--- config.mk ---
export PLATFORM = sky130hd
export DESIGN_NAME = bram_1r1w
export DESIGN_NICKNAME = d
export VERILOG_FILES = /design/src/logic/bram_1r1w.sv
export SDC_FILE = /design/constraint.sdc
export NUM_CORES = 1
export LEC_CHECK = 0
export BUFFER_PORTS_ARGS = -buffer_cell sky130_fd_sc_hd__buf_4
export CAP_MARGIN = 10
export CORE_ASPECT_RATIO = 0.75
export CORE_UTILIZATION = 57
export DETAILED_ROUTE_END_ITERATION = 8
export PLACE_DENSITY = 0.73
export SLEW_MARGIN = 20
export SYNTH_ARGS = -nofsm -noshare
export SYNTH_HDL_FRONTEND = slang
export SYNTH_SLANG_ARGS = --single-unit
--- constraint.sdc ---
create_clock -name CLK -period 1.45 [get_ports CLK]
set_input_delay 0.29 -clock CLK [delete_from_list [all_inputs] [get_ports CLK]]
set_output_delay 0.29 -clock CLK [all_outputs]
set_load 0.01 [all_outputs]
--- src/logic/bram_1r1w.sv ---
// ------------------------------
// 1R1W memory, registered read,
// write enable per lane
// ------------------------------

module bram_1r1w #(
    parameter int LANE_BITS = 8,
    parameter int LANES = 1,
    parameter int DEPTH = 16
) (
    input  logic                              CLK,
    input  logic                              nRST,

    input  logic                              ren,
    input  logic [$clog2(DEPTH)-1:0]          rindex,
    output logic [LANES-1:0][LANE_BITS-1:0]   rdata,

    input  logic [LANES-1:0]                  wen,
    input  logic [$clog2(DEPTH)-1:0]          windex,
    input  logic [LANES-1:0][LANE_BITS-1:0]   wdata
);

    logic [LANES-1:0][LANE_BITS-1:0] mem [DEPTH];

    // contents come up cleared so valid bits start at zero
    always_ff @(posedge CLK, negedge nRST) begin
        if (~nRST) begin
            for (int i = 0; i < DEPTH; i++) begin
                mem[i] <= '0;
            end
            rdata <= '0;
        end else begin
            // read sees the old contents on a same-row write
            if (ren) begin
                rdata <= mem[rindex];
            end
            for (int lane = 0; lane < LANES; lane++) begin
                if (wen[lane]) begin
                    mem[windex][lane] <= wdata[lane];
                end
            end
        end
    end

endmodule

# Word-level counts from Yosys, hierarchy flattened
# Cells that the tools add are included.
[word_totals] regBits=136 inputBits=20 out_inout_bits=8 wordCells=29
[op_classes] n_lt_le_gt_ge=3 muxes=6 bitwise=2 n_reduce_logical=1
[op_table] operator="bitwise mux 128 bit" count=1
[op_table] operator="binary-select mux 8 bit (select 4 bit)" count=1
[op_table] operator="demux 8 bit (select 4 bit)" count=1
[op_table] operator="two-way mux 8 bit" count=3
[op_table] operator=">= comparator 5 bit, second input constant" count=2
[op_table] operator="NOT 4 -> 5 bit" count=2
[op_table] operator="less-than comparator 5 x 1 -> 1 bit, second input constant" count=1
[op_table] operator="logical AND 1 bit" count=1

# Longest topological paths before layout
[logic_depth] ltp_word=6 depth_mapped=6 depth_no_buf=3

# Least setup slack after synthesis
# Ideal clock, no wire load.
[synth_path] path_type="input-to-reg" start="input port windex[0]" end="register mem[120] (netlist bit)" setup_time_ns=0.125 arrival_time_ns=1.416 t_required_ns=1.325 path_slack_ns=-0.091 cell_stages=4 n_path_buf=2 cell_sequence="buf_4 > or4_4 > buf_6 > mux2_4"
[synth_between] elab_chain_cells=6 word_cells_on_any_way=7 cone_classes="order compare (2); mux (3); bitwise (1); reduce/logical (1)"
[synth_rtl] item="start: declaration" line="19" rtl="input logic [$clog2(DEPTH)-1:0] windex,"
[synth_rtl] item="NOT 4 -> 5 bit (not written as such) (*)" line="39" rtl="mem[windex][lane] <= wdata[lane];"
[synth_rtl] item=">= comparator 5 bit (not written as such) / less-than comparator 5 x 1 -> 1 bit (equally long branches)" line="39"
[synth_rtl] item="logical AND 1 bit (not written as such)" line="39"
[synth_rtl] item="two-way mux 8 bit (not written as such)" line="39"
[synth_rtl] item="demux 8 bit (select 4 bit) (*)" line="39"
[synth_rtl] item="bitwise mux 128 bit (*)" line="39"
[synth_rtl] item="end signal: indexed assignment" line="39"
[synth_rtl] item="end: declaration" line="23" rtl="logic [LANES-1:0][LANE_BITS-1:0] mem [DEPTH];"
# Mark *: on every way between the ends. The rest lies on a longest branch, timed or not.
# A chain may end at the register's enable or synchronous reset.

# Worst setup path after layout
[layout_path] start="register mem[11] (netlist bit)" end="register rdata[3] (netlist bit)"
[layout_between] elab_chain_cells=3
[layout_rtl] item="binary-select mux 8 bit (select 4 bit)" line="35" rtl="rdata <= mem[rindex];"
[layout_rtl] item="two-way mux 8 bit (not written as such) (2 in a row)" line="35"
[layout_rtl] item="end signal: assignment" line="35"
[layout_rtl] item="end: declaration" line="16" rtl="output logic [LANES-1:0][LANE_BITS-1:0] rdata,"
# No other way between the ends. The select of a mux whose other input is x is not followed.

==> summary.md <==
| Metric | Value |
|---|---|
| Total number of yosys warnings | `0` |
| VDD IR max | `853 uV` |
| HPWL after DPL | `8.91 mm` |
| Setup TNS | `0 ns` |
| IO Count | `28` |
| Total GRT Usage | `about 27%` |
| Share of cells above drive strength 1 | `60.5%` |
| Grt ovf | `0` |
| TritonCTS Sinks | `136` |
| Post-Route WL | `approximately 14 mm` |
| RD Place Congestion | `0.772` |
| Count of input and output buffers | `27` |
| Core Box Area | `10,500 um2` |
| Die width | `approximately 120 um` |
| Initial Util | `59.7%` |
| Leakage | `3.32 nW` |
| Synthesized area | `6240 um2` |
| Worst Hold Class | `in -> reg` |
| Tot Pwr | `11.6 mW` |
| Unrepaired setup endpoints after global routing | `no` |
| Nets | `467` |
| Clk_lat worst skew | `just over 0.4 ns` |
| Final Cycle Share | `between 90% and 100%` |
| Clock power frac | `a little under two fifths` |
| Antenna-violating nets left | `0` |
| Synthesized netlist cell count | `384` |
| Setup violators final | `0` |
| Worst path required time | `roughly 1.7 ns` |
| Post-Syn Nets | `404` |
| Pint | `8.85 mW` |
| Vias in the first global route | `3,860` |
| Post-synthesis sequential area ratio | `54.5%` |
| Flop and latch count out of synthesis | `136` |
| DRC violations left | `0` |
| Crit Path Category | `reg -> reg` |
| Largest net degree at the start of global routing | `41` |
| Post-Layout Cell Count | `594` |
| Status | `completed` |
| Crit path time final | `1.37 ns` |
| Max Slew Vio Count | `0` |
| Max Clock Skew | `0.00314 ns` |
| Layout area overhead | `22.7%` |
| Root buffer cell | `clkbuf_16` |
| Post-placement setup slack | `-0.178 ns` |
| Ant. Diodes | `0` |
| Yosys cell types | `28` |
| Drt wl/cell | `roughly 23 um` |
| Placed insts | `563` |
| Startpoint types | `register` |
| 1st-iter DRT viols | `between 200 and 300` |
| PD cells | `roughly 1500 nW/um2` |
| First-pass GRT wire length | `21.7 mm` |
| Switch share | `23.5%` |
| Sequential Power Share | `~45%` |
| Die area | `around 11,000 um2` |
| CP Capture Type | `register` |
| Syn avg cell area | `16.2 um2` |
| Logic gate share of total power | `around 17%` |
| Via count | `3,613` |
| Drt first pass iters | `7` |
| CTS H-Tree Depth | `4` |
| Initial antenna violation count | `0` |
| Rel. slew slack | `roughly two thirds` |
| Row count | `32` |
| Post-route worst setup slack | `0.0808 ns` |
| NetSw | `between 2 and 3 mW` |
| Vias per cell | `6.08` |
| CTS tree | `yes` |
| Actual slew at the worst max-slew pin | `0.485 ns` |
| Die Span Y | `between 90 and 100 um` |
| Clk buf depth | `2` |
| Arr. time, crit path | `1.63 ns` |
| Fillers | `around 640` |
| Final Hold Vio Count | `0` |
| Clk slew on worst S/H paths | `0.05 ns` |
| Fmax achieved | `730 MHz` |
| TritonCTS buffer count | `17` |
| Max Cap Violations | `0` |
| Post-CTS Setup Bufs | `0` |
| CP Max Fanout | `2` |
cell families (layout without fill, tap and decap cells):
group,after synthesis,count (layout),share of synthesized area [%]
simple gates,36,36,4.57
buf+inv,28,102,2.55
compound gates,16,16,1.93
flops,136,136,54.5
mux,168,168,36.4
placed cells by master (no fill, tap or decap), types with 17 or more instances in the layout:
cell and instances:
dfrtp_1 136, mux2_2 120, buf_4 50, mux4_2 32, buf_12 20, clkbuf_16 17
routing by layer:
layer	up-vias	part of all wire [%]	GRT usage, %
met5	-	0	0
met4	0	1.4	7.52
met3	19	3.2	6.53
met2	70	50	44.1
met1	1948	45	36.2
li1	1576	-	-
power by group through the flow:
stage | registers, mW | clock network, mW | logic (mW)
final | 5.14 | 4.42 | 2.00
after global routing | 5.25 | 4.65 | 2.16
after CTS | 5.14 | 4.46 | 2.03
after detailed placement | 5.19 | 0 | 2.00
after global placement | 5.13 | 0 | 1.91
after floorplan | 5.03 | 0 | 1.46
flip-flops by register name, indices dropped and copies added (netlist names):
signal	count
mem	128
rdata	8
critical path, stage by stage (launching register included):
cell	delay [ns]
dfrtp_1	0.38
mux4_2	0.47
o22ai_1	0.25
a221oi_1	0.12
per-stage QoR:
stage / hold WS (ns) / area, um2 / util, %
global route: 0.250 / 7650 / 73.2
floorplan: -0.00559 / 6320 / -
CTS: 0.245 / 7650 / 73.2
finish: 0.253 / 7650 / 73.2
detailed placement: 0.242 / 7040 / 67.4
global placement: 0.238 / 7040 / 67.4
cell usage after synthesis (all sizes together):
master	instances	area share [%]
a221oi	8	1.1
o22ai	8	0.80
and2	1	0.10
nand2b	4	0.64
nor2	14	1.1
nor3	6	1.4
nand3b	2	0.24
dfrtp	136	55
nor4	1	0.34
mux2	128	24
mux2i	8	1.3
buf	17	1.8
nand3	2	0.16
or4	1	0.18
clkbuf	11	0.78
or2	1	0.10
mux4	32	12
or3	2	0.20
nand2	2	0.16
final timing paths:
kind / endpoint / slack, ns / depth (start not counted) / from
worst max-delay path: rdata[3]$_DFFE_PN0P_ / 0.08 / 3 / mem[11]$_DFFE_PN0P_
worst min-delay path: mem[121]$_DFFE_PN0P_ / 0.25 / 2 / wdata[1]
worst max register to register: rdata[3]$_DFFE_PN0P_ / 0.08 / 3 / mem[11]$_DFFE_PN0P_
worst min register to register: mem[95]$_DFFE_PN0P_ / 0.50 / 1 / mem[95]$_DFFE_PN0P_
max in group asynchronous: mem[82]$_DFFE_PN0P_ / 0.53 / 3 / nRST
min in group asynchronous: mem[46]$_DFFE_PN0P_ / 0.38 / 2 / nRST
timing repair:
action	4_1_cts	5_1_grt
gates resized for setup	0	0
endpoints found under the hold margin	34	0
hold buffers	1	0
area by class of cell:
cell class	instances	area, um2	area share (%)
clock buffer	20	447	5.84
clock inverter	10	153	1.99
multi-input combinational	220	2680	35.1
sequential	136	3400	44.5
tap	136	170	2.22
timing repair buffer	72	797	10.4
Note: power is estimated with default switching activity, not from simulation.
