[src/common/icache_cfg.svh]
// ------------------------------
// icache configuration
// geometry and address widths
// ------------------------------

`ifndef ICACHE_CFG_SVH
`define ICACHE_CFG_SVH

// ------------------------------
// geometry
// ------------------------------

// 2-way, 16 sets
`define ICACHE_ASSOC 2
`define ICACHE_NUM_SETS 16
`define ICACHE_INDEX_WIDTH 4
`define ICACHE_WAY_WIDTH 1

// 16B fetch out of a 32B block
`define ICACHE_FETCH_BYTES 16
`define ICACHE_FETCH_BITS (`ICACHE_FETCH_BYTES * 8)
`define ICACHE_BLKOFF_WIDTH 1
`define ICACHE_BLOCK_BITS (`ICACHE_FETCH_BITS * (2 ** `ICACHE_BLKOFF_WIDTH))

// ------------------------------
// addresses
// ------------------------------

`define ICACHE_TAG_WIDTH 10

// block address toward L2 is tag above index
`define BLOCK_ADDR_WIDTH (`ICACHE_TAG_WIDTH + `ICACHE_INDEX_WIDTH)

`endif

[src/common/icache_pkg.sv]
// ------------------------------
// icache array contents and
// miss register state
// ------------------------------

`include "icache_cfg.svh"

package icache_pkg;

    typedef struct packed {
        logic                         valid;
        logic [`ICACHE_TAG_WIDTH-1:0] tag;
    } tag_entry_t;

    // one entry per way, as the tag array stores a set
    typedef tag_entry_t [`ICACHE_ASSOC-1:0] tag_set_t;

    typedef logic [`ICACHE_ASSOC-1:0][`ICACHE_FETCH_BITS-1:0] fetch_set_t;

    // whole block, chunk 0 in the low bits
    typedef logic [(2**`ICACHE_BLKOFF_WIDTH)-1:0][`ICACHE_FETCH_BITS-1:0] block_buf_t;

    // control fields of the miss register
    typedef struct packed {
        logic                            valid;
        logic                            requested;
        logic [`ICACHE_INDEX_WIDTH-1:0]  index;
        logic [`ICACHE_TAG_WIDTH-1:0]    tag;
        logic [`ICACHE_WAY_WIDTH-1:0]    way;
        logic                            data_valid;
        logic [`ICACHE_BLKOFF_WIDTH-1:0] blkoff;
        logic                            delay;
    } miss_ctrl_t;

    // fill state seen by the response stage for bypass
    typedef struct packed {
        logic                           active;
        logic [`ICACHE_INDEX_WIDTH-1:0] index;
        logic [`ICACHE_TAG_WIDTH-1:0]   tag;
        logic [`ICACHE_WAY_WIDTH-1:0]   way;
        block_buf_t                     buffer;
    } fill_t;

endpackage

[src/icache/icache_resp.sv]
// ------------------------------
// response stage, array read out
// with fill bypass
// ------------------------------

`include "icache_cfg.svh"

module icache_resp (
    input  logic                                              CLK,
    input  logic                                              nRST,

    input  logic                                              core_req_valid,
    input  logic [`ICACHE_INDEX_WIDTH-1:0]                    core_req_index,
    input  logic [`ICACHE_BLKOFF_WIDTH-1:0]                   core_req_blkoff,

    input  icache_pkg::tag_set_t                              tag_rdata,
    input  icache_pkg::fetch_set_t                            data_rdata,
    input  icache_pkg::fill_t                                 fill,

    output logic [`ICACHE_ASSOC-1:0]                          core_resp_valid_by_way,
    output logic [`ICACHE_ASSOC-1:0][`ICACHE_TAG_WIDTH-1:0]   core_resp_tag_by_way,
    output logic [`ICACHE_ASSOC-1:0][`ICACHE_FETCH_BITS-1:0]  core_resp_instr_by_way,

    output logic                                              core_resp_valid,
    output logic [`ICACHE_INDEX_WIDTH-1:0]                    core_resp_index
);

    logic [`ICACHE_BLKOFF_WIDTH-1:0] core_resp_blkoff;

    always_ff @(posedge CLK, negedge nRST) begin
        if (~nRST) begin
            core_resp_valid <= 1'b0;
            core_resp_index <= '0;
            core_resp_blkoff <= '0;
        end else begin
            core_resp_valid <= core_req_valid;
            core_resp_index <= core_req_index;
            core_resp_blkoff <= core_req_blkoff;
        end
    end

    always_comb begin
        for (int way = 0; way < `ICACHE_ASSOC; way++) begin
            core_resp_valid_by_way[way] = core_resp_valid & tag_rdata[way].valid;
            core_resp_tag_by_way[way] = tag_rdata[way].tag;
            core_resp_instr_by_way[way] = data_rdata[way];
        end

        // set being filled, the array may still be stale so show the buffer
        if (core_resp_valid & fill.active & (fill.index == core_resp_index)) begin
            core_resp_valid_by_way[fill.way] = 1'b1;
            core_resp_tag_by_way[fill.way] = fill.tag;
            core_resp_instr_by_way[fill.way] = fill.buffer[core_resp_blkoff];
        end
    end

endmodule

[config.mk]
export PLATFORM = sky130hd
export DESIGN_NAME = icache_resp
export DESIGN_NICKNAME = d
export VERILOG_FILES = /design/src/common/icache_pkg.sv /design/src/icache/icache_resp.sv
export VERILOG_INCLUDE_DIRS = /design/src /design/src/common
export SDC_FILE = /design/constraint.sdc
export NUM_CORES = 1
export LEC_CHECK = 0
export ABC_AREA = 1
export BUFFER_PORTS_ARGS = -buffer_cell sky130_fd_sc_hd__buf_2
export CORE_AREA = 2 2 331 333
export CTS_CLUSTER_SIZE = 25
export DETAILED_ROUTE_END_ITERATION = 8
export DIE_AREA = 0 0 333 335
export GPL_ROUTABILITY_DRIVEN = 0
export PLACE_DENSITY = 0.38
export SLEW_MARGIN = 25
export SYNTH_ARGS = -nofsm -noshare
export SYNTH_HDL_FRONTEND = slang
export SYNTH_SLANG_ARGS = --single-unit
export TNS_END_PERCENT = 1
[constraint.sdc]
create_clock -name CLK -period 3.66 [get_ports CLK]
set_input_delay 0.732 -clock CLK [delete_from_list [all_inputs] [get_ports CLK]]
set_output_delay 0.732 -clock CLK [all_outputs]
set_load 0.005 [all_outputs]
After elaboration in Yosys (flattened, before gate mapping)
Index checks and enable logic that the tools add are counted.

Register bits: 6. Bits of input ports: 558. Output and inout port bits: 283. Logic and storage cells: 26.

Magnitude comparators: 3. Equal/unequal tests: 1. Mux-type cells: 13. Bitwise logic cells: 5. Reduce and logical (&&, ||, !) cells: 1.

Operator list (number): two-way mux 128 bit (3); bitwise mux 256 bit (1); two-way mux 256 bit (1); demux 128 bit (select 1 bit) (1); bitwise mux 20 bit (1); two-way mux 20 bit (1); demux 10 bit (select 1 bit) (1); two-way mux 10 bit (1); AND 1 bit (4); == test 4 bit (1); < comparator 1 x 2 -> 1 bit, second input constant (2); two-way mux 2 bit (1); OR 2 bit (1); demux 1 bit (select 1 bit) (1); >= comparator 1 bit, second input constant (1); logical AND 1 bit (1); two-way mux 1 bit (1).

Longest topological paths before layout
Depth after elaboration: 6. Gate-level depth with buffers: 9. Gate-level depth less buffers: 7.

Least setup slack after synthesis
OpenSTA, ideal clock, no wires.

Path type: input -> output. From: input fill[256] (netlist bit). To: output core_resp_instr_by_way[224] (netlist bit). Data arrival time: 1581 ps. Required time: 2928 ps. Slack: 1347 ps. Stages on the path: 7. Buffers on the path: 3. Path through: buf_4 -> buf_2 -> clkbuf_1 -> nand3_1 -> nand2_1 -> nand3_1 -> nand2_1.

RTL lines: from (decl) (RTL line icache_resp.sv:18) `input icache_pkg::fill_t fill,`; to (decl) (RTL line icache_resp.sv:22) `` output logic [`ICACHE_ASSOC-1:0][`ICACHE_FETCH_BITS-1:0] core_resp_instr_by_way, ``.

==> flow_summary.ini <==
[run_status]
status = completed

[timing]
min_period_ps = 3056
holdWs_ps = 330.6
final_max_slew_viol_count = 0
finalHoldViolCount = 0
maxSlewHeadroom_pct = 53.41
rsz0062_at_grt = no
setup_viol = 0
finalCritPeriodShare_pct = 83.50
fmax_ghz = 0.3272
fin_setup_tns_ps = 0
worstMarginPinSlew_ps = 698.9

[cts]
holdBufCountCts = 0
postCtsSetupBuffers = 0
clockBufferDepth = 2
cts-buffers-inserted = 3
cts_tree = done
path_clk_slew_ps = 30
cts_root_buf = clkbuf_16
cts_resized = 0
clock_sinks = 6
cts_max_level = 1

[grt]
met2_usage_pct = 24.58
grt_max_degree = 126
grt_overflow = 0
grt_usage_pct = 14.20
use_met3_pct = 3.100
top_usage_layer = met2
use_met1_pct = 18.12
antenna_found_initial = 40
grt_pass1_wl_um = 117200
grt_pass1_vias = 16360

[final_layout]
postLayoutCellArea_um2 = 16010
area_growth_syn_to_layout_pct = 58.04
fin_nets = 3677
layout-drive-gt1-share_pct = 29.57

[synth]
yosysMostFrequentCell = nand2_1
yosys.area.top_type_share_pct = 50.40
ys_ff_latch = 6
syn_nets = 2940
yosys_most_used_dff = dfrtp_1
synth_common_cells = nand2_1 (1,360), nand3_1 (537), inv_1 (272)
ys_warn_count = 0
synth_edf_count = 0
synth_area_um2 = 10130
synth_cells = 2382
avgSynthCellArea_um2 = 4.253
synth.area.top_cells = nand2_1 (50%), nand3_1 (27%), inv_1 (10%)
synth_cell_types = 14
yosysTopAreaCell = nand2_1
seq_area_frac_synth_pct = 1.482
synthArstFlopShare_pct = 100.0

[worst_setup_path]
startpoint = fill[270]
worstSetupStartpointType = input port
critical_path.max_fanout = 65
cp.required_ps = 2930
worstSetupPathType = in -> out
crit_end = core_resp_instr_by_way[90]
crit_arrival_ps = 2320
end_kind = primary output

[hold_path]
min_path_type = in -> async

[power]
cellLeakagePower_uw = 0.01052
irDropWorstVdd_v = 0.0002565
intPower_uw = 912.0
power.switching_uw = 1174
p_per_area_nw_per_um2 = 130.3
pwr-share-clk_pct = 8.6
seqPwrFrac_pct = 3.7
switching_share_pct = 56.29
power_frac_comb_pct = 87.7

[routing]
vias_per_cell = 3.882
drc = 0
detail_route.wl_per_cell_um = 18.69
finalWirelength_um = 84900
antenna_left = 0
vias = 17630
drt_iter0_drc = 1159
drt-pass1-iter-count = 7

[die]
die_y_um = 335
core_area_um2 = 108100
std_cell_rows = 121
initial_core_util_pct = 9.371
io_pins = 841
dieArea_um2 = 111600
die_w_um = 333

[job]
drv_cap = 0

[place]
io_buffers = 840
dp_hpwl_um = 71610
dpl_cell_area_um2 = 15910
==> worst min path at each step <==
stage / start / endpoint / cells past startpoint
global route: nRST / core_resp_index[0] / 1
detailed placement: nRST / core_resp_index[0] / 1
finish: nRST / core_resp_index[0] / 1
CTS: nRST / core_resp_index[0] / 1
floorplan: nRST / core_resp_blkoff / 0
global placement: nRST / core_resp_index[0] / 1
==> metrics by stage <==
stage	instances	total power, µW	util, %	worst slack, ps
2_1_floorplan	2382	942.9	-	1347
3_3_place_gp	4528	1918	14.71	535.8
3_5_place_dp	4528	1917	14.71	563.3
4_1_cts	4532	2109	14.79	562.0
5_1_grt	4537	2305	14.80	474.4
6_report	4542	2086	14.81	603.9
==> cells by family (layout without fill, tap and decap cells) <==
group                  Yosys count  after routing  synth area share, %
other                            0             10                    0
AOI/OAI and AO/OA               19             19               0.9387
and+or+nand+nor               1903           1903                77.30
DFF                              6              6                1.482
buffers and inverters          454           1190                20.28
==> cell type report <==
type / count / area (µm²)
fillers: 13130 / 92090
multi-input cells: 1922 / 7938
repair buffers: 911 / 5000
well taps: 1414 / 1769
inverters: 275 / 1045
flip-flops and latches: 6 / 153.9
clock buffers: 4 / 78.83
diodes: 10 / 25.02
==> routing by layer <==
metal  vias up  share of wire, %
met5         -             0.064
met4        10               2.1
met3       102               8.3
met2       847                47
met1      7920                42
li1       8751                 -
==> state kept, by name, indices dropped and copies added, names as in the netlist <==
signal            cells
core_resp_index       4
core_resp_blkoff      1
core_resp_valid       1
==> power groups by stage <==
stage | clock [µW] | combinational (µW) | sequential, µW
6_report | 180 | 1830 | 77.4
3_3_place_gp | 0 | 1840 | 79.0
5_1_grt | 192 | 2030 | 78.5
2_1_floorplan | 0 | 869 | 73.9
3_5_place_dp | 0 | 1840 | 78.9
4_1_cts | 184 | 1850 | 78.2
==> layout by cell type, fill, tap and decap left out, types with 4 or more instances in the layout <==
master and count:
buf_12 20, buf_2 838, buf_4 52, dfrtp_1 5, diode_2 10, inv_1 271
nand2_1 1360, nand3_1 536, nor2_1 4, o21ai_0 18
==> worst max-delay path: stages <==
cell and delay (ps):
buf_2 120, inv_1 50, nand2_1 70, nand2_1 50, nor2_1 160, nand3_4 120
buf_12 180, buf_4 340, nand2_1 80, nand2_1 90, buf_2 150
No activity file was read; power rests on OpenSTA's default activity.
