[src/common/icache_cfg.svh]
// ------------------------------
// icache configuration
// geometry and address widths
// ------------------------------

`ifndef ICACHE_CFG_SVH
`define ICACHE_CFG_SVH

// ------------------------------
// geometry
// ------------------------------

// 2-way, 16 sets
`define ICACHE_ASSOC 2
`define ICACHE_NUM_SETS 16
`define ICACHE_INDEX_WIDTH 4
`define ICACHE_WAY_WIDTH 1

// 16B fetch out of a 32B block
`define ICACHE_FETCH_BYTES 16
`define ICACHE_FETCH_BITS (`ICACHE_FETCH_BYTES * 8)
`define ICACHE_BLKOFF_WIDTH 1
`define ICACHE_BLOCK_BITS (`ICACHE_FETCH_BITS * (2 ** `ICACHE_BLKOFF_WIDTH))

// ------------------------------
// addresses
// ------------------------------

`define ICACHE_TAG_WIDTH 10

// block address toward L2 is tag above index
`define BLOCK_ADDR_WIDTH (`ICACHE_TAG_WIDTH + `ICACHE_INDEX_WIDTH)

`endif

[src/logic/way_plru.sv]
// ------------------------------
// per-set PLRU bits and victim
// way choice
// ------------------------------

`include "icache_cfg.svh"

module way_plru (
    input  logic                           CLK,
    input  logic                           nRST,

    // hit feedback
    input  logic                           touch_valid,
    input  logic [`ICACHE_INDEX_WIDTH-1:0] touch_index,
    input  logic [`ICACHE_WAY_WIDTH-1:0]   touch_way,

    // victim lookup for a miss
    input  logic [`ICACHE_INDEX_WIDTH-1:0] lookup_index,
    input  logic [`ICACHE_ASSOC-1:0]       way_valid,
    output logic [`ICACHE_WAY_WIDTH-1:0]   victim_way
);

    // bit names the way to evict next
    logic [`ICACHE_NUM_SETS-1:0] plru_bits;

    always_ff @(posedge CLK, negedge nRST) begin
        if (~nRST) begin
            plru_bits <= '0;
        end else if (touch_valid) begin
            // point away from the way just used
            plru_bits[touch_index] <= ~touch_way;
        end
    end

    // empty way first, lowest one wins
    always_comb begin
        victim_way = plru_bits[lookup_index];
        for (int way = `ICACHE_ASSOC - 1; way >= 0; way--) begin
            if (~way_valid[way]) begin
                victim_way = `ICACHE_WAY_WIDTH'(way);
            end
        end
    end

endmodule

[config.mk]
export PLATFORM = sky130hd
export DESIGN_NAME = way_plru
export DESIGN_NICKNAME = d
export VERILOG_FILES = /design/src/logic/way_plru.sv
export VERILOG_INCLUDE_DIRS = /design/src /design/src/common
export SDC_FILE = /design/constraint.sdc
export NUM_CORES = 1
export LEC_CHECK = 0
export ABC_AREA = 1
export BUFFER_PORTS_ARGS = -buffer_cell sky130_fd_sc_hd__buf_2
export CORE_MARGIN = 3
export CORE_UTILIZATION = 51
export CTS_BUF_LIST = sky130_fd_sc_hd__clkbuf_8
export DETAILED_ROUTE_END_ITERATION = 8
export PLACE_DENSITY = 0.77
export RECOVER_POWER = 25
export SYNTH_ARGS = -nofsm -noshare
export SYNTH_HDL_FRONTEND = slang
export SYNTH_SLANG_ARGS = --single-unit
export TNS_END_PERCENT = 1
[constraint.sdc]
create_clock -name CLK -period 1.07 [get_ports CLK]
set_clock_uncertainty 0.05 [all_clocks]
set_input_delay 0.1605 -clock CLK [delete_from_list [all_inputs] [get_ports CLK]]
set_output_delay 0.1605 -clock CLK [all_outputs]
set_load 0.01 [all_outputs]
After elaboration in Yosys (flattened, before gate mapping):

Cells that the tools add are included.

* mux-type cells: 7
* reductions and logical operators: 1
* order comparisons: 3
* bitwise operators: 1

Operator list (number)
* $bwmux 16: 1
* $lt 4x5->1 const B: 2
* $bmux 1 s4: 1
* $demux 1 s4: 1
* $ge 4x1->1 const B: 1
* $mux 1: 4
* $logic_and 1x1->1: 1
* $not 1->1: 1

* bits of input ports: 14
* flip-flop bits (word level): 16

Depth between registers and ports, before layout:

Gate-level depths: netlist (run 1).

* depth after elaboration: 5
* gate-level depth with buffers: 10
* mapped depth without buffers: 9

Worst setup path after synthesis (run 1):

OpenSTA, ideal clock, no wires.

* path kind: in2out
* start: in lookup_index[0]
* end: out victim_way
* data arrival time: 0.889 ns
* cell stages on the path: 10
* setup slack: -0.029 ns
* required time: 0.859 ns
* path buffers: 1
* cells stage by stage: buf_6 inv_1 nand2_1 nand3_1 nand3_1 nand2_1 nand2_1 nand3_1 nand2_1 inv_1

* word-level cells in the longest chain between the ends: 4

Ends and longest elaborated chain
* start: declaration: line way_plru.sv:18 `` input logic [`ICACHE_INDEX_WIDTH-1:0] lookup_index, ``
* $bmux 1 s4: line way_plru.sv:37 `victim_way = plru_bits[lookup_index];`
* $mux 1 (implied by the code): line way_plru.sv:37
* $mux 1 (2 in series): line way_plru.sv:39 `if (~way_valid[way]) begin`
* end: declaration: line way_plru.sv:20 `` output logic [`ICACHE_WAY_WIDTH-1:0] victim_way ``

No other way between the ends. The select of a mux whose other input is x is not followed.

Worst setup path after layout (run 1):

* start: reg plru_bits[1]
* end: out victim_way

* word-level cells in the longest chain between the ends: 4

Ends and longest elaborated chain
* start: declaration: line way_plru.sv:24 `` logic [`ICACHE_NUM_SETS-1:0] plru_bits; ``
* start signal: indexed assignment: line way_plru.sv:31 `plru_bits[touch_index] <= ~touch_way;`
* $bmux 1 s4: line way_plru.sv:37
* $mux 1 (implied by the code): line way_plru.sv:37
* $mux 1 (2 in series): line way_plru.sv:39

No other way between the ends. The select of a mux whose other input is x is not followed.

==> results of run 1 <==
[per-stage QoR]
stage / power, W / cell area, sq um / utilization / hold WS [ps]
2_1_floorplan: 0.00106 / 857 / - / -185
3_3_place_gp: 0.00132 / 1060 / 0.688 / 33.4
3_5_place_dp: 0.00135 / 1060 / 0.688 / 36.2
4_1_cts: 0.00188 / 1120 / 0.730 / 212
5_1_grt: 0.00200 / 1130 / 0.735 / 242
6_report: 0.00190 / 1130 / 0.735 / 214
[layer usage]
metal / vias to the layer above / GRT usage / part of all wire
met1: 411 / 0.276 / 0.44
met4: 0 / 0.0939 / 0.017
met5: - / 0 / 0
met2: 30 / 0.390 / 0.49
li1: 447 / - / -
met3: 6 / 0.0307 / 0.048
[power breakdown]
group	internal, W	switching (W)
clock	0.000326	0.000197
combinational	0.000282	0.000254
sequential	0.000746	0.0000929
total	0.00135	0.000544
[kinds of logic (layout without fill, tap and decap cells)]
kind of cell / Yosys count / in the layout
buffers and inverters: 14 / 49
AND/OR/NAND/NOR: 56 / 56
flip-flops: 16 / 16
AO/OA/AOI/OAI: 25 / 25
[Yosys cell counts]
cell                       number  area share
sky130_fd_sc_hd__nand2_1       25        0.11
sky130_fd_sc_hd__a21oi_1       13       0.076
sky130_fd_sc_hd__inv_1         10       0.044
sky130_fd_sc_hd__dfrtp_1       16        0.47
sky130_fd_sc_hd__nand4_1        2       0.015
sky130_fd_sc_hd__clkbuf_1       1      0.0044
sky130_fd_sc_hd__a31oi_1        8       0.058
sky130_fd_sc_hd__nor2_1        12       0.053
sky130_fd_sc_hd__nor3_4         2       0.038
sky130_fd_sc_hd__o31ai_1        1      0.0088
sky130_fd_sc_hd__o21ai_0        3       0.018
sky130_fd_sc_hd__buf_6          1       0.013
sky130_fd_sc_hd__inv_2          2      0.0088
sky130_fd_sc_hd__nand3_1       15       0.088
[critical path: cells and delay by family (launching register included)]
family | cells | cell delay, ps
and+or+nand+nor | 7 | 480
buffers and inverters | 2 | 150
DFF | 1 | 400
[area by class of cell]
class	count	area, sq um
inverters	12	45.0
flip-flops and latches	16	400
fillers	123	409
clock buffers	4	55.1
well taps	16	20.0
repair buffers	33	215
multi-input cells	81	397
[final timing paths]
| check | cells past startpoint | slack (ps) | endpoint |
|---|---|---|---|
| worst min register to register | 2 | 470 | plru_bits[3] |
| min in group asynchronous | 2 | 320 | plru_bits[8] |
| worst min-delay path | 3 | 210 | plru_bits[3] |
| worst max-delay path | 9 | -420 | victim_way |
| max in group asynchronous | 2 | 360 | plru_bits[1] |
| worst max register to register | 3 | 150 | plru_bits[8] |
[timing repair]
item | in CTS | in global routing
hold endpoints to repair | 16 | 0
pin swaps | 5 | 4
hold buffers | 1 | 0
buffers inserted | 0 | 1
endpoints found under the setup margin | 1 | 1
==> reports/qor.txt, run 1 <==
Highest net fanout along the worst path: 2
Net total in the final layout: 161
Register with the highest flop count: plru_bits
Power density over the cells: 1680 nW/um^2
Remaining antenna violation count: 0
Count of buffers inserted at the top-level ports: 14
Number of vias per cell: 5.52
Die span in y: 47.0 um
Worst-skew pair later-pin latency: 240 ps
N_diodes: 0
Area share of fa/ha/maj cells after synthesis: 0
Drt first pass iters: 4
Proportion of layout cells with a drive suffix above 1: 0.281
Crit-path max cell delay: 400 ps
Beginning of the critical path: plru_bits[1]
Data arrival time of the critical path: 1280 ps
Worst R2R Start: plru_bits[8]
Reported leakage power: 0.583 nW
Violations in the final reports: setup timing
IR Drop Worst-Case VDD: 0.00118 V
Combinational family with the most area after synthesis: simple AND/OR/NAND/NOR gates
Global placement routability congestion: 0.827
Reg clk slew, reported paths: 60 ps
Kind of capture point of the worst setup path: output port
Flop and latch count out of synthesis: 16
Largest net degree at the start of global routing: 17
Maximum frequency from static timing analysis: 672 MHz
Number of cells after detailed placement: 156
Run status: finished with violations
Post-layout minimum cycle time: 1490 ps
Starting density of the core: 0.556
Critical path startpoint category: flip-flop
Clock root buffer master: sky130_fd_sc_hd__clkbuf_8
Biggest registers after layout: plru_bits: 16 flops
Worst min-delay path category: input port to flip-flop
Synth unique cells: 14
Remaining Overflow, GRT: 0
Total die area: 2210 sq um
Floorplan core area: 1540 sq um
Total of warnings raised by yosys: 0
Number of antenna violations at the first check in global routing: 0
Post_cts resized: 0
Max Cap Violations: 0
Hold wc startpoint: touch_index[1]
Xor/xnor share of the synthesized area: 0
Syn-to-layout area delta: 32.1%
Overall die width: 47.0 um
Worst slew margin: 0.730
Simple-gate share of the synthesized area: 0.302
Sum Neg Setup Slack: -417 ps
Clock tree buffer depth: 2
Crit-path most repeated cell: sky130_fd_sc_hd__nand2_1
Summed instance area of the synthesized netlist: 857 sq um
Pre-CTS WS: -188 ps
Most frequent standard cell in the layout excluding fill and tap cells: sky130_fd_sc_hd__nand2_1
Number of hold violations in the final report: 0
Sequential cell area fraction in the yosys report: 0.467
Clock tree from TritonCTS: yes
Final routed DRC violation total: 0
Number of top-level pins: 15
Via count of the first global-routing pass: 834
Detailed Place HPWL: 1.68 mm
Unrepaired setup endpoints after global routing: true
Iteration-0 DRC Markers: 15
Critical path class: flip-flop to output port
Site row count: 14
Slowest cell on crit path: sky130_fd_sc_hd__dfrtp_1
Gate count of the mapped netlist: 111
Pins Over Slew Limit: 0
Most used cells in the layout excluding fill and tap cells: 25 x sky130_fd_sc_hd__nand2_1, 18 x sky130_fd_sc_hd__buf_4, 16 x sky130_fd_sc_hd__dfrtp_1
Clock buffers created by TritonCTS: 3
Final setup violation count: 1
Ordered cell list for the critical path: nand2_1 -> nand3_1 -> nand3_1 -> nand2_1 -> nand2_1 -> nand3_1 -> nand2_1 -> inv_1 -> buf_2
Number of nets in the synthesized netlist: 125
Compound-cell area share of the yosys netlist: 0.161
Count of non-filler cells in the finished layout: 162
Proportion of synthesized area in mux cells: 0
Avg Cell Area, Syn: 7.72 sq um
Worst slew pin tran: 406 ps
Vias: 894
Total detailed-routing wirelength: 2.24 mm
All-layer global routing usage: 0.224
Routed length per instance: 13.8 um
Deepest level of the CTS H-tree: 1
Max reg flops: 16
Setup ws final: -417 ps
Global-route wire length before repair: 3.44 mm
Clock sink total: 16
Post-route clock period utilization: 1.39
Data required time at the worst endpoint: 860 ps
Power figures use the tool's default switching activity.
==> run 2: changes to the inputs <==
==> constraint.sdc (replaced) <==
create_clock -name CLK -period 1.07 [get_ports CLK]
set_clock_uncertainty 0.05 [all_clocks]
set_input_delay 0.107 -clock CLK [delete_from_list [all_inputs] [get_ports CLK]]
set_output_delay 0.107 -clock CLK [all_outputs]
set_load 0.01 [all_outputs]
==> run 2 against run 1 <==
Net effect:
- the flow still finishes with violations (setup timing)
- register-to-register slack worse by 80 ps
- global-route usage is 1.0 points higher
- setup slack better by 52 ps
- wire length is 5.8% lower
- combinational power is 6.0% higher
- sequential cell count stayed put
- total power is 1.8% higher
- critical path depth stayed put
- clock power is 2% higher
- hold slack worse by 43 ps
- utilization is 1.8 points higher
- count of clock-buffer cells in the layout stayed put
- critical endpoint unchanged
- largest power group unchanged
==> reports/qor.txt, run 2 (same netlist as run 1, synthesis figures left out) <==
Run status: finished with violations
Violations in the final reports: setup timing
Maximum frequency from static timing analysis: 697 MHz (+3.6%)
GR met1 Demand/Resource: 0.270 (-0.00634)
Clock sink total: 16 (unchanged)
Remaining Overflow, GRT: 0 (unchanged)
Number of inserted filler cells in the final layout: 113 (-8.1%)
Post-layout minimum cycle time: 1440 ps (-51.6 ps)
Unrepaired setup endpoints after global routing: true
Floorplan core area: 1540 sq um (unchanged)
Hold wc startpoint: touch_index[1]
Number of antenna violations at the first check in global routing: 0 (unchanged)
Overall die width: 47.0 um (unchanged)
N_diodes: 0 (unchanged)
Number of top-level pins: 15 (unchanged)
Capture point of the worst reg-to-reg path: plru_bits[8]
Critical path class: flip-flop to output port
Worst slew margin: 0.732 (+0.00280)
Pins Over Slew Limit: 0 (unchanged)
Net total in the final layout: 162 (+0.62%)
Depth of the worst register-to-register path: 4 (+1)
Max reg flops: 16 (unchanged)
Detailed Place HPWL: 1.56 mm (-7.2%)
Hold Crit Depth: 4 (+1)
All-layer global routing usage: 0.234 (+0.00997)
Biggest registers after layout: plru_bits: 16 flops
Worst slew pin tran: 401 ps (-4.20 ps)
Critical path startpoint category: flip-flop
Routing usage on met3: 0.0460 (+0.0153)
Register with the highest flop count: plru_bits
Drt first pass iters: 4 (unchanged)
Iteration-0 DRC Markers: 18 (+3)
Routed length per instance: 12.9 um (-6.3%)
Count of buffers inserted at the top-level ports: 14 (unchanged)
Endpoint, Worst Hold: plru_bits[0]
Largest net degree at the start of global routing: 17 (unchanged)
Remaining antenna violation count: 0 (unchanged)
Via count of the first global-routing pass: 841 (+0.84%)
Data required time at the worst endpoint: 910 ps (+50 ps)
Syn-to-layout area delta: 35.3%
Crit-path max cell delay: 390 ps (about the same)
Vias: 879 (-1.7%)
Worst R2R Start: plru_bits[8]
Reg clk slew, reported paths: 60 ps (about the same)
Placement Cell Area: 1050 sq um (-0.94%)
Kind of capture point of the worst setup path: output port
Buffers plus inverters on the worst setup path: 2 (unchanged)
Pre-CTS WS: -135 ps (+52.6 ps)
Top cell family by delay on the critical path: simple AND/OR/NAND/NOR gates
Highest net fanout along the worst path: 2 (unchanged)
Worst min-delay path category: input port to flip-flop
Power density over the cells: 1660 nW/um^2 (-0.63%)
IR Drop Worst-Case VDD: 0.000931 V (-21%)
Ordered cell list for the critical path: nand2_1 -> nand3_1 -> nand3_1 -> nand2_1 -> nand2_1 -> nand3_1 -> nand2_1 -> inv_1 -> buf_2
Number of hold violations in the final report: 0 (unchanged)
Total detailed-routing wirelength: 2.11 mm (-5.8%)
Crit-path most repeated cell: sky130_fd_sc_hd__nand2_1
Final setup violation count: 1 (unchanged)
Proportion of layout cells with a drive suffix above 1: 0.293 (+0.0117)
Die span in y: 47.0 um (unchanged)
Starting density of the core: 0.556 (unchanged)
Max Cap Violations: 0 (unchanged)
Clock tree from TritonCTS: yes
Fin util: 0.752 (+0.0179)
Global placement routability congestion: 0.772 (-6.6%)
Final routed DRC violation total: 0 (unchanged)
Global-route wire length before repair: 3.51 mm (+2.0%)
Reported leakage power: 0.595 nW (+2.1%)
Total non-filler cell area in the finished layout: 1160 sq um (+2.4%)
Total die area: 2210 sq um (unchanged)
Setup ws final: -366 ps (+51.6 ps)
Most used cells in the layout excluding fill and tap cells: 24 x sky130_fd_sc_hd__nand2_1, 18 x sky130_fd_sc_hd__buf_4, 16 x sky130_fd_sc_hd__dfrtp_1
Register-to-register setup slack: 70 ps (-80 ps)
Most frequent standard cell in the layout excluding fill and tap cells: sky130_fd_sc_hd__nand2_1
Clock tree buffer depth: 2 (unchanged)
Post-route clock period utilization: 1.34 (-0.0483)
Clock buffers created by TritonCTS: 3 (unchanged)
Site row count: 14 (unchanged)
Number of vias per cell: 5.39 (-2.3%)
Clock root buffer master: sky130_fd_sc_hd__clkbuf_8
GR Layer Usage met2: 0.425 (+0.0352)
Most congested layer reported by global routing: met2
Data arrival time of the critical path: 1280 ps (about the same)
Deepest level of the CTS H-tree: 1 (unchanged)
Worst-skew pair later-pin latency: 250 ps (about the same)
Slowest cell on crit path: sky130_fd_sc_hd__dfrtp_1
## run 2: worst reg2reg max path, delay by kind of cell, from the launching register on
| kind | cells | cell delay [ps] |
|---|---|---|
| AOI/OAI and AO/OA | 2 | 180 |
| buffers and inverters | 2 | 250 |
| DFF | 1 | 380 |
## run 2: area by class of cell
| cell class | instances | area, sq um | area share |
|---|---|---|---|
| multi-input combinational | 81 | 404 | 0.348 |
| timing repair buffer | 34 | 235 | 0.203 |
| clock buffer | 4 | 55.1 | 0.0475 |
| inverter | 12 | 45.0 | 0.0388 |
| tap | 16 | 20.0 | 0.0173 |
| sequential | 16 | 400 | 0.345 |
## run 2: metal layers
metal	wire [um]	vias up	part of all wire
li1	-	448	-
met1	932	399	0.44
met2	1050	28	0.50
met3	91	4	0.043
met4	28	0	0.013
met5	0	-	0
## run 2: worst max path at each step
stage | startpoint | end | slack (ps) | cells past startpoint
4_1_cts | plru_bits[2] | victim_way | -370 | 9
6_report | plru_bits[14] | victim_way | -370 | 9
3_3_place_gp | plru_bits[4] | victim_way | -50 | 9
5_1_grt | plru_bits[15] | victim_way | -480 | 9
3_5_place_dp | lookup_index[0] | victim_way | -140 | 11
2_1_floorplan | lookup_index[0] | victim_way | 80 | 10
## run 2: repair_timing
item | CTS | global route
setup endpoints to repair | 1 | 1
hold endpoints to repair | 16 | 0
resized for setup | 0 | 2
cloned | 0 | 0
hold buffers | 1 | 0
pin swaps | 5 | 6
setup buffers | 1 | 4
## run 2: report_power, final
| group | internal [W] | switching, W |
|---|---|---|
| registers | 0.000746 | 0.0000854 |
| logic | 0.000315 | 0.000253 |
| clock network | 0.000326 | 0.000206 |
## run 2: per-stage QoR
stage,instances,hold WS (ps),setup TNS [ps],total power (W)
3_3_place_gp,153,-17.1,-47.4,0.00131
3_5_place_dp,153,-9.44,-168,0.00133
4_1_cts,159,177,-375,0.00188
2_1_floorplan,111,-239,0,0.00106
6_report,163,171,-366,0.00193
5_1_grt,163,208,-476,0.00205
==> run 3: changes to the inputs <==
Settings changed: CORE_UTILIZATION 51 to 55, PLACE_DENSITY 0.77 to 0.79, REMOVE_ABC_BUFFERS set to 1.
Clock period 1.07 ns to 1.65 ns, I/O delays scaled along.
==> run 3 against run 2 <==
Net effect:
- the run now ends clean
- setup slack better by 550 ps
- global-route usage decreased by 1.4 points
- clock power is 35% lower
- register-to-register slack better by 830 ps
- highest routed layer unchanged
==> reports/qor.txt, run 3 (same netlist as run 1, synthesis figures left out) <==
Final setup violation count: 0 (-1)
Highest net fanout along the worst path: 2 (unchanged)
N_diodes: 0 (unchanged)
Number of vias per cell: 5.87 (+8.8%)
Drt first pass iters: 4 (unchanged)
Sum Neg Setup Slack: 0 ps (+366 ps)
Worst min-delay path category: input port to flip-flop
Most frequent standard cell in the layout excluding fill and tap cells: sky130_fd_sc_hd__nand2_1
Wire length on met2: 814 um (-23%)
Data required time at the worst endpoint: 1430 ps (+520 ps)
All-layer global routing usage: 0.219 (-0.0144)
Deepest level of the CTS H-tree: 1 (unchanged)
Post-route clock period utilization: 0.887
Net total in the final layout: 143 (-12%)
Unrepaired setup endpoints after global routing: false
Number of hold violations in the final report: 0 (unchanged)
Power density over the cells: 1110 nW/um^2 (-33%)
Global placement routability congestion: 0.909 (+18%)
Total chip power: 0.00111 W (-43%)
Overall die width: 45.5 um (-3.2%)
Vias: 839 (-4.6%)
Largest net degree at the start of global routing: 17 (unchanged)
Routed length per instance: 13.0 um (+0.79%)
Detailed Place HPWL: 1.37 mm (-12%)
Die span in y: 45.5 um (-3.2%)
Worst slew pin tran: 848 ps (+447 ps)
Number of top-level pins: 15 (unchanged)
Clock tree from TritonCTS: yes
Post_cts resized: 0 (unchanged)
Proportion of layout cells with a drive suffix above 1: 0.164 (-0.128)
IR Drop Worst-Case VDD: 0.000893 V (-4.0%)
Total die area: 2070 sq um (-6.4%)
Worst-skew pair later-pin latency: 250 ps (about the same)
Site row count: 13 (-1)
Number of inserted filler cells in the final layout: 111 (-1.8%)
Biggest registers after layout: plru_bits: 16 flops
Floorplan core area: 1380 sq um (-10%)
Register-to-register setup slack: 900 ps (+830 ps)
Maximum frequency from static timing analysis: 683 MHz
Data arrival time of the critical path: 1250 ps (-30 ps)
Hold buffer count at cts: 1 (unchanged)
Number of cells after detailed placement: 138 (-9.8%)
Syn-to-layout area delta: 16.1%
Register with the highest flop count: plru_bits
Post-Route M1 WL: 898 um (-3.6%)
Worst slew margin: 0.434 (-0.298)
Kind of capture point of the worst setup path: output port
Total detailed-routing wirelength: 1.86 mm (-12%)
Reported leakage power: 0.493 nW (-17%)
Max reg flops: 16 (unchanged)
Clock root buffer master: sky130_fd_sc_hd__clkbuf_8
Via count of the first global-routing pass: 738 (-12%)
Iteration-0 DRC Markers: 26 (+8)
Placement Cell Area: 931 sq um (-11%)
Max Cap Violations: 0 (unchanged)
Count of buffers inserted at the top-level ports: 14 (unchanged)
Post-layout minimum cycle time: 1460 ps
Total non-filler cell area in the finished layout: 995 sq um (-14%)
Post CTS Setup Buffer Count: 0 (-1)
Number of antenna violations at the first check in global routing: 0 (unchanged)
Critical path startpoint category: flip-flop
Reg clk slew, reported paths: 60 ps (about the same)
Highest Signal Layer: met4
Most used cells in the layout excluding fill and tap cells: 25 x sky130_fd_sc_hd__nand2_1, 16 x sky130_fd_sc_hd__dfrtp_1, 15 x sky130_fd_sc_hd__nand3_1
Run status: complete, no violations
Clock sink total: 16 (unchanged)
Clock buffers created by TritonCTS: 3 (unchanged)
Starting density of the core: 0.620 (+0.0639)
Pins Over Slew Limit: 0 (unchanged)
Critical path class: flip-flop to output port
Routed wire length on met3: 116 um (+27%)
Count of non-filler cells in the finished layout: 143 (-12%)
Remaining antenna violation count: 0 (unchanged)
Global-route wire length before repair: 3.16 mm (-9.8%)
Remaining Overflow, GRT: 0 (unchanged)
Clock tree buffer depth: 2 (unchanged)
Final routed DRC violation total: 0 (unchanged)
## run 3: final timing paths
| kind | start | endpoint | cells after the start |
|---|---|---|---|
| max | plru_bits[5] | victim_way | 9 |
| min reg2reg | plru_bits[4] | plru_bits[4] | 2 |
| max reg2reg | plru_bits[12] | plru_bits[12] | 2 |
| min in group asynchronous | nRST | plru_bits[5] | 2 |
| max in group asynchronous | nRST | plru_bits[6] | 2 |
| min | touch_index[1] | plru_bits[3] | 3 |
## run 3: metal layers
metal  GRT usage  vias to the layer above
met5           0                        -
met4      0.0994                        0
met3      0.0514                        6
met2       0.359                       29
met1       0.272                      389
li1            -                      415
## run 3: metrics by stage
stage	worst slack, ps	hold slack [ps]	util
after floorplan	622	-181	-
after global placement	363	38.6	0.673
after detailed placement	328	44.7	0.673
after CTS	177	200	0.720
after global routing	47.8	222	0.719
final	186	208	0.719
## run 3: area by class of cell
class,count,area (sq um),share of cell area
sequential,16,400,0.403
inverter,12,45.0,0.0453
timing repair buffer,15,78.8,0.0792
tap,15,18.8,0.0189
multi-input combinational,81,397,0.399
clock buffer,4,55.1,0.0553
## run 3: critical path, cell delays in order (launching register included)
cell                      delay, ps
sky130_fd_sc_hd__dfrtp_1        390
sky130_fd_sc_hd__nand2_1         80
sky130_fd_sc_hd__nand3_1         70
sky130_fd_sc_hd__nand3_1         80
sky130_fd_sc_hd__nand2_1         60
sky130_fd_sc_hd__nand2_1         50
sky130_fd_sc_hd__nand3_1         60
sky130_fd_sc_hd__nand2_1         50
sky130_fd_sc_hd__inv_1           30
sky130_fd_sc_hd__buf_2          120
## run 3: power by group
part	switching (W)	leakage, nW	internal (W)	total (W)
combinational	0.000128	0.278	0.0000939	0.000222
clock	0.000132	0.0288	0.000212	0.000344
sequential	0.0000573	0.186	0.000484	0.000541
